**src/alu_params.svh**
```systemverilog
/*
 * Sizing macros for the sequential ALU. The data width sets the operand and
 * result vectors, and the step count sets the multiply and divide iterations.
 */
`ifndef ALU_PARAMS_SVH
`define ALU_PARAMS_SVH

// Operand and result width
`define ALU_DATA_WIDTH 16

// Step counter, wide enough to hold ALU_STEPS - 1
`define ALU_STEP_COUNT_WIDTH 4

// One step per bit for shift-and-add and restoring division
`define ALU_STEPS 16

`endif

```
**src/alu_pkg.sv**
```systemverilog
/*
 * Types shared between the ALU control FSM, the data path and the top level.
 */
`include "alu_params.svh"

package alu_pkg;

  // Operand or result word
  typedef logic [`ALU_DATA_WIDTH-1:0] alu_data_t;

  // Requested operation, same encoding as the input bus
  typedef enum logic [1:0] {
    OP_ADD = 2'd0,
    OP_SUB = 2'd1,
    OP_MUL = 2'd2,
    OP_DIV = 2'd3
  } alu_op_t;

  // Data path action for the current cycle
  typedef enum logic [2:0] {
    STEP_HOLD,
    STEP_ADD,
    STEP_SUB,
    STEP_MUL,
    STEP_NEG_A,
    STEP_NEG_B,
    STEP_DIV,
    STEP_FIX_SIGN
  } alu_step_t;

endpackage

```
**src/alu_ctrl.sv**
```systemverilog
/*
 * ALU control. FSM, multiply/divide step counter and both valid/ready
 * handshakes. Tells the data path what to do each cycle through a step code.
 */
`timescale 1ns/100ps
`include "alu_params.svh"

module alu_ctrl (
  input  logic               clk,
  input  logic               rst_n,
  input  alu_pkg::alu_op_t   i_op,
  input  logic               i_signed,
  input  logic               i_b_zero,
  input  logic               i_in_valid,
  input  logic               i_result_ready,
  output logic               o_in_ready,
  output logic               o_result_valid,
  output logic               o_error,
  output logic               o_load,
  output alu_pkg::alu_step_t o_step
);

  typedef enum logic [3:0] {
    IDLE,
    ADD,
    SUB,
    MUL_INIT,
    MUL_RUN,
    NEG_A,
    NEG_B,
    DIV_INIT,
    DIV_RUN,
    FIX_SIGN,
    DONE,
    DONE_ERR
  } state_t;

  state_t                           state_q;
  state_t                           state_d;
  logic [`ALU_STEP_COUNT_WIDTH-1:0] count_q;
  logic                             running;
  logic                             last_step;

  // Only one item in flight, so the unit accepts in IDLE only
  assign o_in_ready = (state_q == IDLE);
  assign o_load     = o_in_ready && i_in_valid;

  assign o_result_valid = (state_q == DONE) || (state_q == DONE_ERR);
  assign o_error        = (state_q == DONE_ERR);

  assign running   = (state_q == MUL_RUN) || (state_q == DIV_RUN);
  assign last_step = (count_q == '0);

  // Next state
  always_comb begin
    state_d = state_q;
    case (state_q)
      IDLE: begin
        if (o_load) begin
          case (i_op)
            alu_pkg::OP_ADD: state_d = ADD;
            alu_pkg::OP_SUB: state_d = SUB;
            alu_pkg::OP_MUL: state_d = MUL_INIT;
            alu_pkg::OP_DIV: begin
              // Divide by zero skips the data path entirely
              if (i_b_zero) begin
                state_d = DONE_ERR;
              end else if (i_signed) begin
                state_d = NEG_A;
              end else begin
                state_d = DIV_INIT;
              end
            end
            default: state_d = IDLE;
          endcase
        end
      end
      ADD:      state_d = DONE;
      SUB:      state_d = DONE;
      MUL_INIT: state_d = MUL_RUN;
      MUL_RUN:  state_d = last_step ? DONE : MUL_RUN;
      NEG_A:    state_d = NEG_B;
      NEG_B:    state_d = DIV_INIT;
      DIV_INIT: state_d = DIV_RUN;
      DIV_RUN:  state_d = last_step ? FIX_SIGN : DIV_RUN;
      FIX_SIGN: state_d = DONE;
      DONE, DONE_ERR: begin
        if (i_result_ready) begin
          state_d = IDLE;
        end
      end
      default:  state_d = IDLE;
    endcase
  end

  always_ff @(posedge clk or negedge rst_n) begin
    if (!rst_n) begin
      state_q <= IDLE;
    end else begin
      state_q <= state_d;
    end
  end

  // Counts 15 down to 0 across the run states, parked at the top otherwise
  always_ff @(posedge clk or negedge rst_n) begin
    if (!rst_n) begin
      count_q <= `ALU_STEP_COUNT_WIDTH'(`ALU_STEPS - 1);
    end else if (running) begin
      count_q <= count_q - 1'b1;
    end else begin
      count_q <= `ALU_STEP_COUNT_WIDTH'(`ALU_STEPS - 1);
    end
  end

  // State to data path step
  always_comb begin
    case (state_q)
      ADD:      o_step = alu_pkg::STEP_ADD;
      SUB:      o_step = alu_pkg::STEP_SUB;
      MUL_RUN:  o_step = alu_pkg::STEP_MUL;
      NEG_A:    o_step = alu_pkg::STEP_NEG_A;
      NEG_B:    o_step = alu_pkg::STEP_NEG_B;
      DIV_RUN:  o_step = alu_pkg::STEP_DIV;
      FIX_SIGN: o_step = alu_pkg::STEP_FIX_SIGN;
      default:  o_step = alu_pkg::STEP_HOLD;
    endcase
  end

  // Input side reopens only after the pending result has been taken
  a_ready_after_transfer: assert property (
    @(posedge clk) disable iff (!rst_n)
    $rose(o_in_ready) |-> $past(o_result_valid && i_result_ready)
  ) else $error("in_ready returned without an output transfer");

  // A stalled result keeps its valid and its error flag
  a_result_held: assert property (
    @(posedge clk) disable iff (!rst_n)
    (o_result_valid && !i_result_ready) |=> (o_result_valid && $stable(o_error))
  ) else $error("result_valid dropped before the sink took it");

endmodule

```
**src/alu_datapath.sv**
```systemverilog
/*
 * ALU data path. Operand, partial remainder and result registers around a
 * single shared adder whose operands are picked by the step code.
 */
`timescale 1ns/100ps
`include "alu_params.svh"

module alu_datapath (
  input  logic               clk,
  input  logic               rst_n,
  input  alu_pkg::alu_data_t i_a,
  input  alu_pkg::alu_data_t i_b,
  input  logic               i_signed,
  input  logic               i_load,
  input  alu_pkg::alu_step_t i_step,
  output alu_pkg::alu_data_t o_result,
  output logic               o_b_zero
);

  // Upper half is the partial remainder, lower half the dividend or multiplier
  logic [2*`ALU_DATA_WIDTH-1:0] wide_q;
  // Divisor or multiplicand
  alu_pkg::alu_data_t           b_q;
  alu_pkg::alu_data_t           result_q;
  logic                         signed_q;
  logic                         neg_q;

  alu_pkg::alu_data_t           add_x;
  alu_pkg::alu_data_t           add_y;
  logic                         add_cin;
  logic [`ALU_DATA_WIDTH:0]     add_sum;

  alu_pkg::alu_data_t           a_low;
  alu_pkg::alu_data_t           div_window;
  logic                         rem_msb;
  logic                         q_bit;
  alu_pkg::alu_data_t           div_rem;

  assign a_low = wide_q[`ALU_DATA_WIDTH-1:0];

  // Remainder shifted left with the next dividend bit, low W bits of W+1
  assign div_window = wide_q[2*`ALU_DATA_WIDTH-2:`ALU_DATA_WIDTH-1];
  assign rem_msb    = wide_q[2*`ALU_DATA_WIDTH-1];

  // Operand selection for the shared adder
  always_comb begin
    add_x   = '0;
    add_y   = '0;
    add_cin = 1'b0;
    case (i_step)
      alu_pkg::STEP_ADD: begin
        add_x = a_low;
        add_y = b_q;
      end
      alu_pkg::STEP_SUB: begin
        add_x   = a_low;
        add_y   = ~b_q;
        add_cin = 1'b1;
      end
      alu_pkg::STEP_MUL: begin
        add_x = result_q;
        add_y = b_q;
      end
      alu_pkg::STEP_NEG_A: begin
        add_x   = ~a_low;
        add_cin = 1'b1;
      end
      alu_pkg::STEP_NEG_B: begin
        add_x   = ~b_q;
        add_cin = 1'b1;
      end
      alu_pkg::STEP_DIV: begin
        // Trial subtract of the divisor from the shifted remainder
        add_x   = div_window;
        add_y   = ~b_q;
        add_cin = 1'b1;
      end
      alu_pkg::STEP_FIX_SIGN: begin
        add_x   = ~result_q;
        add_cin = 1'b1;
      end
      default: begin
        add_x = '0;
      end
    endcase
  end

  assign add_sum = {1'b0, add_x} + {1'b0, add_y} + {{`ALU_DATA_WIDTH{1'b0}}, add_cin};

  // Window >= divisor when the dropped top bit is set or the subtract carries out
  assign q_bit   = rem_msb | add_sum[`ALU_DATA_WIDTH];
  assign div_rem = q_bit ? add_sum[`ALU_DATA_WIDTH-1:0] : div_window;

  // Sign bookkeeping, captured with the operands
  always_ff @(posedge clk or negedge rst_n) begin
    if (!rst_n) begin
      signed_q <= 1'b0;
      neg_q    <= 1'b0;
    end else if (i_load) begin
      signed_q <= i_signed;
      neg_q    <= i_signed && (i_a[`ALU_DATA_WIDTH-1] ^ i_b[`ALU_DATA_WIDTH-1]);
    end
  end

  always_ff @(posedge clk) begin
    if (i_load) begin
      wide_q <= {{`ALU_DATA_WIDTH{1'b0}}, i_a};
    end else begin
      case (i_step)
        alu_pkg::STEP_NEG_A: begin
          // Magnitude only, a positive operand stays as is
          if (signed_q && a_low[`ALU_DATA_WIDTH-1]) begin
            wide_q[`ALU_DATA_WIDTH-1:0] <= add_sum[`ALU_DATA_WIDTH-1:0];
          end
        end
        alu_pkg::STEP_MUL: wide_q <= wide_q >> 1;
        alu_pkg::STEP_DIV: wide_q <= {div_rem, wide_q[`ALU_DATA_WIDTH-2:0], 1'b0};
        default: wide_q <= wide_q;
      endcase
    end
  end

  always_ff @(posedge clk) begin
    if (i_load) begin
      b_q <= i_b;
    end else begin
      case (i_step)
        alu_pkg::STEP_NEG_B: begin
          if (signed_q && b_q[`ALU_DATA_WIDTH-1]) begin
            b_q <= add_sum[`ALU_DATA_WIDTH-1:0];
          end
        end
        alu_pkg::STEP_MUL: b_q <= b_q << 1;
        default: b_q <= b_q;
      endcase
    end
  end

  // Cleared at load so a divide by zero returns zero
  always_ff @(posedge clk) begin
    if (i_load) begin
      result_q <= '0;
    end else begin
      case (i_step)
        alu_pkg::STEP_ADD, alu_pkg::STEP_SUB: begin
          result_q <= add_sum[`ALU_DATA_WIDTH-1:0];
        end
        alu_pkg::STEP_MUL: begin
          if (wide_q[0]) begin
            result_q <= add_sum[`ALU_DATA_WIDTH-1:0];
          end
        end
        alu_pkg::STEP_DIV: result_q <= {result_q[`ALU_DATA_WIDTH-2:0], q_bit};
        alu_pkg::STEP_FIX_SIGN: begin
          if (neg_q) begin
            result_q <= add_sum[`ALU_DATA_WIDTH-1:0];
          end
        end
        default: result_q <= result_q;
      endcase
    end
  end

  assign o_result = result_q;

  // Control needs this at acceptance, before the operand is registered
  assign o_b_zero = (i_b == '0);

  // Negation steps only follow a signed divide accepted earlier
  a_neg_only_signed: assert property (
    @(posedge clk) disable iff (!rst_n)
    (i_step inside {alu_pkg::STEP_NEG_A, alu_pkg::STEP_NEG_B}) |-> signed_q
  ) else $error("negation step without a signed operation");

endmodule

```
**src/alu_top.sv**
```systemverilog
/*
 * Sequential 16-bit ALU top level. Joins the control FSM to the data path.
 * Add, subtract, multiply and divide with valid/ready on input and output.
 */
`timescale 1ns/100ps

module alu_top (
  input  logic               clk,
  input  logic               rst_n,
  input  alu_pkg::alu_data_t i_a,
  input  alu_pkg::alu_data_t i_b,
  input  alu_pkg::alu_op_t   i_op,
  input  logic               i_signed,
  input  logic               i_in_valid,
  output logic               o_in_ready,
  output alu_pkg::alu_data_t o_result,
  output logic               o_error,
  output logic               o_result_valid,
  input  logic               i_result_ready
);

  logic               load;
  logic               b_zero;
  alu_pkg::alu_step_t step;

  alu_ctrl u_ctrl (
    .clk            (clk),
    .rst_n          (rst_n),
    .i_op           (i_op),
    .i_signed       (i_signed),
    .i_b_zero       (b_zero),
    .i_in_valid     (i_in_valid),
    .i_result_ready (i_result_ready),
    .o_in_ready     (o_in_ready),
    .o_result_valid (o_result_valid),
    .o_error        (o_error),
    .o_load         (load),
    .o_step         (step)
  );

  alu_datapath u_datapath (
    .clk      (clk),
    .rst_n    (rst_n),
    .i_a      (i_a),
    .i_b      (i_b),
    .i_signed (i_signed),
    .i_load   (load),
    .i_step   (step),
    .o_result (o_result),
    .o_b_zero (b_zero)
  );

endmodule

```
**config.mk**
```make
export PLATFORM = sky130hd
export DESIGN_NAME = alu_top
export DESIGN_NICKNAME = d
export VERILOG_FILES = /design/src/alu_pkg.sv /design/src/alu_ctrl.sv /design/src/alu_datapath.sv /design/src/alu_top.sv
export VERILOG_INCLUDE_DIRS = /design/src
export SDC_FILE = /design/constraint.sdc
export NUM_CORES = 1
export LEC_CHECK = 0
export ABC_AREA = 0
export BUFFER_PORTS_ARGS = -buffer_cell sky130_fd_sc_hd__buf_2
export CORE_UTILIZATION = 44
export DETAILED_ROUTE_END_ITERATION = 10
export GPL_TIMING_DRIVEN = 0
export HOLD_SLACK_MARGIN = 0.08
export PLACE_DENSITY = 0.65
export SYNTH_ARGS = -nofsm -noshare
export SYNTH_HDL_FRONTEND = slang
export SYNTH_HIERARCHICAL = 1
export SYNTH_SLANG_ARGS = --single-unit
```
**constraint.sdc**
```tcl
create_clock -name clk -period 6.05 [get_ports clk]
set_input_delay 1.21 -clock clk [delete_from_list [all_inputs] [get_ports clk]]
set_output_delay 1.21 -clock clk [all_outputs]
set_load 0.005 [all_outputs]
```
Word level (Yosys, flattened, before mapping):

Index checks and enable logic that the tools add are counted.

* input bits: 39
* flip-flop bits (word level): 74
* output and inout bits: 19
* word-level logic and storage cells: 91

* equality and inequality tests: 27
* multiplexer cells: 24
* $add $sub $neg: 3
* reduce and logical (&&, ||, !) cells: 24
* bitwise operators: 5

Operator list (number)
* 16-bit two-way mux: 7
* 16-bit case mux with 2 select lines: 3
* 16-bit case mux with 6 select lines: 1
* 16-bit case mux with 4 select lines: 1
* 16-bit inverter: 3
* 16-bit case mux with 3 select lines: 1
* 4-bit case mux with 9 select lines: 1
* 3-bit case mux with 7 select lines: 1
* 4-bit two-way mux: 5
* 16-bit by 16-bit adder with 17-bit output: 1
* 17-bit by 1-bit adder with 17-bit output: 1
* 4-bit by 3-bit equality test with 1-bit output, second input constant: 4
* 4-bit equality test, second input constant: 4
* 16-bit zero test: 1
* 4-bit case mux with 4 select lines: 1
* 3-bit equality test, second input constant: 4
* 4-bit by 2-bit equality test with 1-bit output, second input constant: 2
* 4-bit zero test: 2
* 4-bit nonzero test: 2
* 2-bit OR reduction: 4
* 3-bit by 2-bit equality test with 1-bit output, second input constant: 2
* 3-bit by 2-bit != test with 1-bit output, second input constant: 2
* 2-bit AND reduction: 3
* 5-bit OR reduction: 1
* other kinds (18): 26

Depth between registers and ports, before layout:

Gate-level depths: netlist (run 1).

* depth after elaboration: 10
* gate-level depth with buffers: 23
* depth with buffers taken out: 18

Hierarchy:

Netlist (run 1), hierarchy kept.

Modules (own cells, without submodules)
* alu_datapath: times used 1, cells each 665, area each 5232.5 µm², sequential area each 1651.6 µm²
* alu_ctrl: times used 1, cells each 67, area each 615.6 µm², sequential area each 205.2 µm²

Worst setup path after synthesis (run 1):

OpenSTA, ideal clock, no wires.

* kind: register -> register
* start point: reg u_ctrl.state_q[0]
* end point: reg u_datapath.wide_q[17]
* required time: 5.955 ns
* path slack: 1.786 ns
* arrival time: 4.169 ns
* clock period less this slack: 4.264 ns
* buffers on the path: 4
* stages on the path, launching flop included: 22
* cell sequence: dfrtp_1 or2_2 buf_2 o22ai_1 buf_2 buf_1 mux2i_1 nand2_1 o21ai_0 nand2_1 o21ai_0 fa_1 inv_1 fa_1 nor2b_1 o2111ai_1 nand3b_1 a311oi_2 or2_1 buf_6 or4_1 o311ai_1

* cells in the longest elaborated chain, start to end: 10
* elaborated cells on any way between the ends: 30
* those cells by class: add/sub (2); eq/ne (14); mux (6); bitwise (1); reduce/logical (7)

RTL lines
* from (decl): line alu_ctrl.sv:38 `state_t state_q;`
* from (signal assigned): line alu_ctrl.sv:100 `state_q <= state_d;`
* 4-bit equality test, or another cell as far along: line alu_ctrl.sv:117 `case (state_q)`
* 3-bit case mux with 7 select lines *: line alu_ctrl.sv:117
* named net step[1]: line alu_top.sv:24 `alu_pkg::alu_step_t step;`
* 3-bit by 1-bit equality test with 1-bit output, or another cell as far along: line alu_datapath.sv:50 `case (i_step)`
* 2-bit OR reduction (no source line)
* 16-bit case mux with 6 select lines / 16-bit case mux with 2 select lines (equally long branches): line alu_datapath.sv:50
* 16-bit by 16-bit adder with 17-bit output: line alu_datapath.sv:88 `` assign add_sum = {1'b0, add_x} + {1'b0, add_y} + {{`ALU_DATA_WIDTH{1'b0}}, add_cin}; ``
* 17-bit by 1-bit adder with 17-bit output: line alu_datapath.sv:88
* 1-bit bitwise OR: line alu_datapath.sv:91 `` assign q_bit = rem_msb | add_sum[`ALU_DATA_WIDTH]; ``
* 16-bit two-way mux: line alu_datapath.sv:92 `` assign div_rem = q_bit ? add_sum[`ALU_DATA_WIDTH-1:0] : div_window; ``
* 16-bit case mux with 2 select lines: line alu_datapath.sv:109 `case (i_step)`
* to (signal assigned): line alu_datapath.sv:107 `` wide_q <= {{`ALU_DATA_WIDTH{1'b0}}, i_a}; ``
* to (signal, indexed assignment): line alu_datapath.sv:113 `` wide_q[`ALU_DATA_WIDTH-1:0] <= add_sum[`ALU_DATA_WIDTH-1:0]; ``
* to (signal assigned): line alu_datapath.sv:116 `alu_pkg::STEP_MUL: wide_q <= wide_q >> 1;`
* to (decl): line alu_datapath.sv:21 `` logic [2*`ALU_DATA_WIDTH-1:0] wide_q; ``

Mark *: on every way through the listed nets, which the timed path passes. The rest lies on a longest branch.
A chain may end at the register's enable or synchronous reset.

Final worst setup path (run 1):

* start point: reg u_ctrl.state_q[0]
* end point: reg u_datapath.wide_q[28]

Same word-level chain as after synthesis.

==> metrics.yaml, run 1 <==
cells_and_area:
  area_growth_pct: 13.6
  drive_gt1_share_pct: 15.0
  nets: 857
  final_cells: 977
  final_area_mm2: 0.00664
  diodes: 0
  fin_util_pct: 52.0
grt:
  grt_use_total_pct: 35.8
  antenna_found_initial: 0
  grt_max_degree: 17
  grt_pass1_wl_um: 35000
  grt_pass1_vias: 5828
  grt.overflow.total: 0
cts:
  cts_hold_buf: 0
  cts-htree-levels: 3
  clock-root-buffer: "clkbuf_16"
  insertion_delay_ps: 350
  cts_buffers: 9
  post_cts_resized: 0
  clock_sinks: 74
  clk_pin_slew_worst_paths_ps: 60
  post_cts_buffers: 0
  cts_tree: "yes"
  cts_buffer_depth: 2
place:
  port_buffers: 57
  post_dp_cell_area_mm2: 0.00635
  dp_cells: 961
  gp_congestion: 0.978
  dp_hpwl_um: 17800
synth:
  synthCells: 732
  yosysTopAreaCell: "edfxtp_1"
  postSynthAreaPerCell_um2: 7.99
  ys_warn_count: 6
  yosysUniqueCellTypes: 77
  syn-num-nets: 789
  synthArstFlopShare_pct: 13.5
  yosys.area.top_type_share_pct: 16.4
  ys_seq_elements: 74
  synth-edff-count: 32
  synth_area_mm2: 0.00585
  seq_area_frac_synth_pct: 31.8
  synth-main-ff-cell: "edfxtp_1"
  yosys-top-cells-area: "edfxtp_1 (16%), dfxtp_1 (11%), nand2_1 (8.9%), o21ai_0 (5.6%), a21oi_1 (4.5%)"
floorplanning:
  core_mm2: 0.0128
  ios: 58
  rows: 41
  initial_core_util_pct: 45.8
  die_area_mm2: 0.0138
  die_w_um: 117
  die_h_um: 117
routing:
  via_per_inst: 6.44
  drt-total-wl_um: 23700
  wl_per_cell_um: 24.2
  route.detailed.drc: 0
  ant_nets: 0
  dr.pass1.iters: 5
  initialDrtViolationCount: 718
  vias: 6293
sta:
  tns_ps: 0
  max_slew_margin_pct: 21.1
  tightest_slew_ps: 1180
  rsz0062_at_grt: "no"
  setup_viol: 0
  min_period_over_period_pct: 89.9
  fmax_mhz: 184
  slew_viol_final: 0
  hold_viol: 0
  layout_min_cycle_time_ps: 5440
  finalClockSkew_ps: 8.89
run_status:
  status: "complete, no violations"
critical_path:
  endpoint_kind: "flop"
  critPathRequiredTime_ps: 6310
  arrival_ps: 5700
  cp_max_fo: 10
  worst_setup_path_start_kind: "flop"
  worstRegToRegCells: 19
  crit_type: "reg -> reg"
hold_path:
  min_path_cells: 1
  hold_class: "reg -> reg"
run:
  drv_cap: 0
-- logic make-up after synthesis --
group | count (synthesis) | synth area share [%]
AOI/OAI and AO/OA | 253 | 29.7
xor gates and xnor gates | 15 | 2.25
adders and majority gates | 18 | 4.11
buffers and inverters | 79 | 5.91
DFF | 74 | 31.7
muxes | 21 | 5.18
and+or+nand+nor | 272 | 21.1
-- cell usage in the layout, fill, tap and decap left out, drive strengths merged, types with 9 or more instances in the layout --
cell       n
o211ai    14
nand3     12
o21ai     66
buf       77
a221oi    15
and3      15
clkbuf    47
nor3      15
ha        16
a31oi     13
dfxtp     32
nor2      48
xnor2      9
a211oi    16
a21oi     53
a2bb2oi   10
edfxtp    32
nand2    141
mux2i     10
inv       21
nand2b     9
-- synth_stat cells, types with 4 or more instances --
cell type    n
nor3_1      14
xor2_1       6
o221ai_1     7
a311oi_1     4
a211oi_1    15
mux2i_1     10
inv_1       21
nor4_1       5
edfxtp_1    32
a22oi_1      6
nor2_1      48
o22ai_1      4
dfstp_2      4
and2_1       5
dfxtp_1     32
a2bb2oi_1   10
nor2b_1      5
ha_1        16
o21a_1       6
nand3_1     12
buf_2       11
buf_1        5
a221oi_1    15
mux2_2       4
nand2b_1     9
dfrtp_1      6
a31oi_1     13
nand2_1    139
mux4_2       7
o211ai_1    13
and3_1      15
o21ai_0     65
clkbuf_1    38
a21oi_1     53
xnor2_1      9
-- sequential cells by signal, summed over array words and instances (netlist names) --
register / flops
u_ctrl/state_q: 4
u_datapath/neg_q: 1
u_datapath/b_q: 16
u_datapath/wide_q: 32
u_ctrl/count_q: 4
u_datapath/signed_q: 1
u_datapath/o_result: 16
-- per-layer routing --
layer	vias to the layer above	GRT usage (%)	part of all wire [%]
met1	3005	46.9	41
met5	-	0	0
met2	346	55.6	45
li1	2869	-	-
met3	73	5.05	8.5
met4	0	22.6	5.8
-- worst paths after layout --
check	slack, ps	from	to
setup / recovery	610	u_ctrl/state_q[0]	u_datapath/wide_q[28]
hold / removal	460	u_ctrl/count_q[0]	u_ctrl/count_q[0]
setup reg to reg	610	u_ctrl/state_q[0]	u_datapath/wide_q[28]
hold reg to reg	460	u_ctrl/count_q[0]	u_ctrl/count_q[0]
max in group asynchronous	5070	rst_n	u_ctrl/count_q[3]
min in group asynchronous	710	rst_n	u_datapath/signed_q
-- stage by stage --
step	hold slack (ps)	worst slack, ps
after global placement	440	753
after detailed placement	446	710
after global routing	467	296
final	457	612
after floorplan	428	1790
after CTS	460	680
-- worst max-delay path, cell delays in order (launching register included) --
cell and delay, ps:
dfrtp_1 480, or2_2 160, buf_2 200, nand2_1 70
o22ai_1 310, clkbuf_1 410, clkbuf_1 580, o21ai_0 220
nand2_1 100, o21ai_0 140, fa_1 480, inv_1 90
fa_1 200, nor2b_1 80, o2111ai_1 330, and3b_1 300
nor3_1 80, a311oi_1 730, nand2_1 140, a311oi_2 260
-- layout make-up --
type	count	area, um2
timing repair buffer	57	285
inverter	21	78.8
multi-input combinational	579	3650
clock inverter	7	70.1
buffer	58	267
tap	172	215
clock buffer	9	225
fill	1224	6130
sequential	74	1860
Power of run 1 is not shown: default switching activity piles up to over one toggle a cycle in this logic, so the estimate is an artifact.
==> run 2: changes to the inputs <==
--- a/config.mk
+++ b/config.mk
@@ -8,6 +8,7 @@
 export LEC_CHECK = 0
 export ABC_AREA = 0
 export BUFFER_PORTS_ARGS = -buffer_cell sky130_fd_sc_hd__buf_2
+export CORE_ASPECT_RATIO = 1.5
 export CORE_UTILIZATION = 44
 export DETAILED_ROUTE_END_ITERATION = 10
 export GPL_TIMING_DRIVEN = 0
==> run 2 against run 1 <==
Effect of this change: first-iteration DRC count shrank 24%; via count up 1.1%; maximum frequency grew 0.82%; sequential share of layout area about the same; hold slack better by 1.6 ps; global-route usage decreased by 0.45 points; die area is essentially flat; non-clock buffer count unchanged; sequential cell count unchanged; setup slack improved by 44 ps; core utilization is 0.65 points lower.
==> metrics.yaml, run 2 (synthesized netlist as in run 1, its figures left out) <==
run_status:
  status: "complete, no violations"
cells_and_area:
  largest_reg_flops: 32  # unchanged
  final_common_cell: "nand2_1"
  layout_common_cells: "nand2_1 (139), buf_2 (68), o21ai_0 (65)"
  regMostFlops: "u_datapath/wide_q"
  diodes: 0  # unchanged
  drive_gt1_share_pct: 14.9  # -0.12 points
  area_growth_pct: 13.8
  nets: 857  # unchanged
sta:
  hold_viol: 0  # unchanged
  tightest_slew_ps: 1080  # -106 ps
  fmax_mhz: 185  # +0.82%
  rsz0062_at_grt: "no"
  slew_viol_final: 0  # unchanged
  layout_min_cycle_time_ps: 5390  # -44.1 ps
  max_slew_margin_pct: 28.1  # +7.0 points
  tns_ps: 0  # unchanged
  min_period_over_period_pct: 89.2  # -0.73 points
  finalClockSkew_ps: 8.87  # -0.0227 ps
  setup_viol: 0  # unchanged
routing:
  wl_per_cell_um: 24.7  # +1.8%
  ant_nets: 0  # unchanged
  drt-total-wl_um: 23800  # +0.42%
  initialDrtViolationCount: 549  # -24%
  vias: 6364  # +1.1%
  dr.pass1.iters: 6  # +1
  via_per_inst: 6.60  # +2.5%
  route.detailed.drc: 0  # unchanged
critical_path:
  endpoint_kind: "flop"
  slowest_delay_ps: 880  # +150 ps
  crit_type: "reg -> reg"
  worst_setup_path_start_kind: "flop"
  crit_buf_inv: 4  # unchanged
  crit_top_cell: "nand2_1"
  slowest_stage: "a311oi_1"
  crit_chain: "or2_2 > buf_2 > o22ai_1 > buf_2 > buf_1 > mux2i_1 > nand2_1 > o21ai_0 > nand2_1 > o21ai_0 > fa_1 > inv_1 > fa_1 > nor2b_1 > o2111ai_1 > nand3b_1 > nand2_1 > a311oi_1 > nand2_1 > a311oi_2"
  arrival_ps: 5650  # -50 ps
  critPathRequiredTime_ps: 6310  # about the same
  crit_family: "compound AO/OA/AOI/OAI gates"
  cp_max_fo: 10  # unchanged
cts:
  clock-root-buffer: "clkbuf_16"
  post_cts_buffers: 0  # unchanged
  cts_tree: "yes"
  cts-htree-levels: 3  # unchanged
  cts_hold_buf: 0  # unchanged
  insertion_delay_ps: 350  # about the same
  cts_buffers: 9  # unchanged
  cts_buffer_depth: 2  # unchanged
  clock_sinks: 74  # unchanged
  clk_pin_slew_worst_paths_ps: 70  # about the same
  post_cts_resized: 0  # unchanged
grt:
  grt_pass1_vias: 5995  # +2.9%
  antenna_found_initial: 0  # unchanged
  grt.overflow.total: 0  # unchanged
  grt_pass1_wl_um: 34600  # -1.0%
  grt_max_degree: 17  # unchanged
  grt_use_total_pct: 35.4  # -0.45 points
run:
  drv_cap: 0  # unchanged
place:
  port_buffers: 57  # unchanged
  gp_congestion: 0.998  # +2.0%
  dp_hpwl_um: 18300  # +2.8%
floorplanning:
  core_mm2: 0.0130  # +1.4%
  initial_core_util_pct: 45.1  # -0.64 points
  die_area_mm2: 0.0138  # about the same
  die_w_um: 96.1  # -18%
  ios: 58  # unchanged
  die_h_um: 143  # +22%
  rows: 51  # +24%
hold_path:
  hold_class: "reg -> reg"
run 2: layer usage:
| metal | vias to the layer above | global-route usage (%) | share of wire [%] |
|---|---|---|---|
| met3 | 114 | 7.08 | 6.9 |
| met2 | 347 | 58.5 | 48 |
| met4 | 0 | 26.8 | 8.9 |
| met5 | - | 0 | 0 |
| met1 | 3037 | 38.9 | 36 |
| li1 | 2866 | - | - |
run 2: path summary, 6_finish.rpt:
path                                    from               endpoint  slack [ps]  cells after the start
min in group asynchronous              rst_n       u_datapath/neg_q         720                      1
setup / recovery           u_ctrl/state_q[0]  u_datapath/wide_q[28]         660                     20
setup reg to reg           u_ctrl/state_q[0]  u_datapath/wide_q[28]         660                     20
max in group asynchronous              rst_n      u_ctrl/count_q[3]        5060                      1
hold reg to reg            u_ctrl/count_q[0]      u_ctrl/count_q[0]         460                      1
hold / removal             u_ctrl/count_q[0]      u_ctrl/count_q[0]         460                      1
run 2: final cells by class:
cell class	instances	area, um2
Sequential cell	74	1860
Multi-Input combinational cell	579	3650
Clock inverter	4	53.8
Clock buffer	12	268
Fill cell	1292	6300
Timing Repair Buffer	57	285
Buffer	58	267
Inverter	21	78.8
Tap cell	159	199
run 2: through the flow:
step           hold WS, ps  cell area [um2]  utilization (%)  setup slack (ps)  cells
2_1_floorplan          428             5850                -              1790    732
3_3_place_gp           439             6330             48.9               745    948
3_5_place_dp           448             6330             48.9               651    948
4_1_cts                464             6650             51.4               619    964
5_1_grt                482             6650             51.4               281    964
6_report               458             6650             51.4               656    964
Power of run 2 is left out for the same reason.
==> run 3: changes to the inputs <==
--- a/config.mk
+++ b/config.mk
@@ -9,12 +9,11 @@
 export ABC_AREA = 0
 export BUFFER_PORTS_ARGS = -buffer_cell sky130_fd_sc_hd__buf_2
 export CORE_ASPECT_RATIO = 1.5
-export CORE_UTILIZATION = 44
+export CORE_UTILIZATION = 45
 export DETAILED_ROUTE_END_ITERATION = 10
 export GPL_TIMING_DRIVEN = 0
 export HOLD_SLACK_MARGIN = 0.08
-export PLACE_DENSITY = 0.65
+export PLACE_DENSITY = 0.67
 export SYNTH_ARGS = -nofsm -noshare
 export SYNTH_HDL_FRONTEND = slang
-export SYNTH_HIERARCHICAL = 1
 export SYNTH_SLANG_ARGS = --single-unit
==> run 3 against run 2 <==
Effect of this change: sequential cell count unchanged; via count down 0.58%; sequential share of layout area increased by 0.74 points; global-route usage grew 0.46 points; synthesized cell count grew 1.6%; cell area decreased by 2.6%; die area shrank 5.0%; setup slack improved by 510 ps; core utilization is 2.0 points higher.
==> metrics.yaml, run 3 <==
synth:
  yosysMostFrequentCell: "nand2_1"
  synth_area_mm2: 0.00568  # -2.9%
  ys_top_cells_by_count: "nand2_1 (139), nor2_1 (79), o21ai_0 (74)"
  syn-num-nets: 801  # +1.5%
  synth-main-ff-cell: "edfxtp_1"
  yosys-top-cells-area: "edfxtp_1 (17%), dfxtp_1 (11%), nand2_1 (9.2%), o21ai_0 (6.5%), a21oi_1 (5.6%)"
  synthCells: 744  # +1.6%
  yosys.area.top_type_share_pct: 16.9  # +0.50 points
  synth-edff-count: 32  # unchanged
  yosysTopAreaCell: "edfxtp_1"
  ys_warn_count: 0  # -6
  postSynthAreaPerCell_um2: 7.63  # -4.5%
  yosysUniqueCellTypes: 73  # -5.2%
  ys_seq_elements: 74  # unchanged
  seq_area_frac_synth_pct: 32.7  # +0.96 points
  synthArstFlopShare_pct: 13.5  # unchanged
grt:
  grt_pass1_wl_um: 34500  # -0.28%
  grt_use_total_pct: 35.8  # +0.46 points
  antenna_found_initial: 0  # unchanged
  grt_pass1_vias: 5972  # -0.38%
  grt.overflow.total: 0  # unchanged
  grt_max_degree: 15  # -2
cts:
  clock-root-buffer: "clkbuf_16"
  cts_hold_buf: 0  # unchanged
  post_cts_resized: 0  # unchanged
  clk_pin_slew_worst_paths_ps: 70  # about the same
  cts_buffer_depth: 2  # unchanged
  post_cts_buffers: 0  # unchanged
  cts_tree: "yes"
  clock_sinks: 74  # unchanged
  cts_buffers: 9  # unchanged
  insertion_delay_ps: 350  # about the same
  cts-htree-levels: 3  # unchanged
run_status:
  status: "complete, no violations"
run:
  drv_cap: 0  # unchanged
cells_and_area:
  diodes: 0  # unchanged
  regMostFlops: "u_datapath.wide_q"
  drive_gt1_share_pct: 15.4  # +0.48 points
  area_growth_pct: 14.2
  nets: 871  # +1.6%
  largest_reg_flops: 32  # unchanged
  layout_common_cells: "nand2_1 (139), buf_2 (81), nor2_1 (79)"
  fillCellCount: 1233  # -4.6%
  final_common_cell: "nand2_1"
sta:
  max_slew_margin_pct: 21.0  # -7.1 points
  tns_ps: 0  # unchanged
  fmax_mhz: 205  # +11%
  setup_viol: 0  # unchanged
  hold-worst-slack_ps: 453  # -5.04 ps
  min_period_over_period_pct: 80.7  # -8.5 points
  finalClockSkew_ps: 11.0  # +2.17 ps
  layout_min_cycle_time_ps: 4880  # -514 ps
  hold_viol: 0  # unchanged
  slew_viol_final: 0  # unchanged
  rsz0062_at_grt: "no"
  tightest_slew_ps: 1180  # +97.1 ps
routing:
  wl_per_cell_um: 23.4  # -5.0%
  route.detailed.drc: 0  # unchanged
  via_per_inst: 6.51  # -1.4%
  initialDrtViolationCount: 647  # +18%
  dr.pass1.iters: 5  # -1
  vias: 6327  # -0.58%
  drt-total-wl_um: 22800  # -4.2%
  ant_nets: 0  # unchanged
critical_path:
  endpoint_kind: "flop"
  critPathRequiredTime_ps: 6150  # -160 ps
  cp-startpoint: "u_ctrl.state_q[0]"
  arrival_ps: 4980  # -670 ps
  worst_setup_path_start_kind: "flop"
  cp_max_fo: 10  # unchanged
  crit_type: "reg -> reg"
  timing.rr.start: "u_ctrl.state_q[0]"
floorplanning:
  rows: 49  # -3.9%
  ios: 58  # unchanged
  die_area_mm2: 0.0131  # -5.0%
  core_mm2: 0.0121  # -6.3%
  initial_core_util_pct: 46.8  # +1.6 points
  die_w_um: 93.7  # -2.5%
  die_h_um: 140  # -2.5%
place:
  dp_hpwl_um: 17400  # -5.0%
  gp_congestion: 1.01  # +0.99%
  port_buffers: 57  # unchanged
hold_path:
  hold_class: "reg -> reg"
  hold_start: "u_ctrl.count_q[0]"
[run 3: worst paths after layout]
| path | to | slack [ps] | cells past startpoint |
|---|---|---|---|
| worst max-delay path | u_datapath.b_q[12] | 1170 | 14 |
| worst min-delay path | u_ctrl.count_q[0] | 450 | 1 |
| worst max register to register | u_datapath.b_q[12] | 1170 | 14 |
| worst min register to register | u_ctrl.count_q[0] | 450 | 1 |
| max in group asynchronous | u_ctrl.count_q[1] | 5070 | 1 |
| min in group asynchronous | u_ctrl.state_q[3] | 720 | 1 |
[run 3: cell families after synthesis]
family	synth area share [%]
AND/OR/NAND/NOR	22.2
AO/OA/AOI/OAI	30.8
flip-flops	32.7
buffers and inverters	5.36
adder cells (fa/ha/maj)	4.23
XOR/XNOR	2.62
multiplexers	2.14
[run 3: routing by layer]
metal	global-route usage, %	up-vias	wire length, um
li1	-	2875	-
met1	42.2	2953	8480
met2	57.9	391	10600
met3	5.96	108	1820
met4	25.7	0	1880
met5	0	-	0
[run 3: worst max-delay path: stages (launching register included)]
cell      delay (ps)
dfrtp_1          370
buf_4            180
buf_1            230
nand3_1          340
clkbuf_1         530
nor2_1            80
a211oi_1         520
o21ai_0          200
ha_1             410
a211oi_2         320
o21ai_0          180
a221o_1          430
xnor2_1          540
o21ai_1          150
o21a_1           140
[run 3: through the flow]
| stage | cell area, um2 | setup WS, ps | cells | util [%] |
|---|---|---|---|---|
| global placement | 6150 | 1460 | 954 | 50.7 |
| detailed placement | 6170 | 1410 | 956 | 50.8 |
| global route | 6480 | 1050 | 972 | 53.4 |
| CTS | 6480 | 1390 | 972 | 53.4 |
| floorplan | 5680 | 2360 | 744 | - |
| finish | 6480 | 1170 | 972 | 53.4 |
[run 3: cell type report]
type                            instances  area (um2)  share of cell area, %
Buffer                                 57         274                   4.23
Clock buffer                           11         254                   3.92
Clock inverter                          5        58.8                  0.907
Inverter                                8        30.0                  0.463
Multi-Input combinational cell        605        3520                   54.2
Sequential cell                        74        1860                   28.6
Tap cell                              153         191                   2.95
Timing Repair Buffer                   59         300                   4.63
Power of run 3 is left out for the same reason.
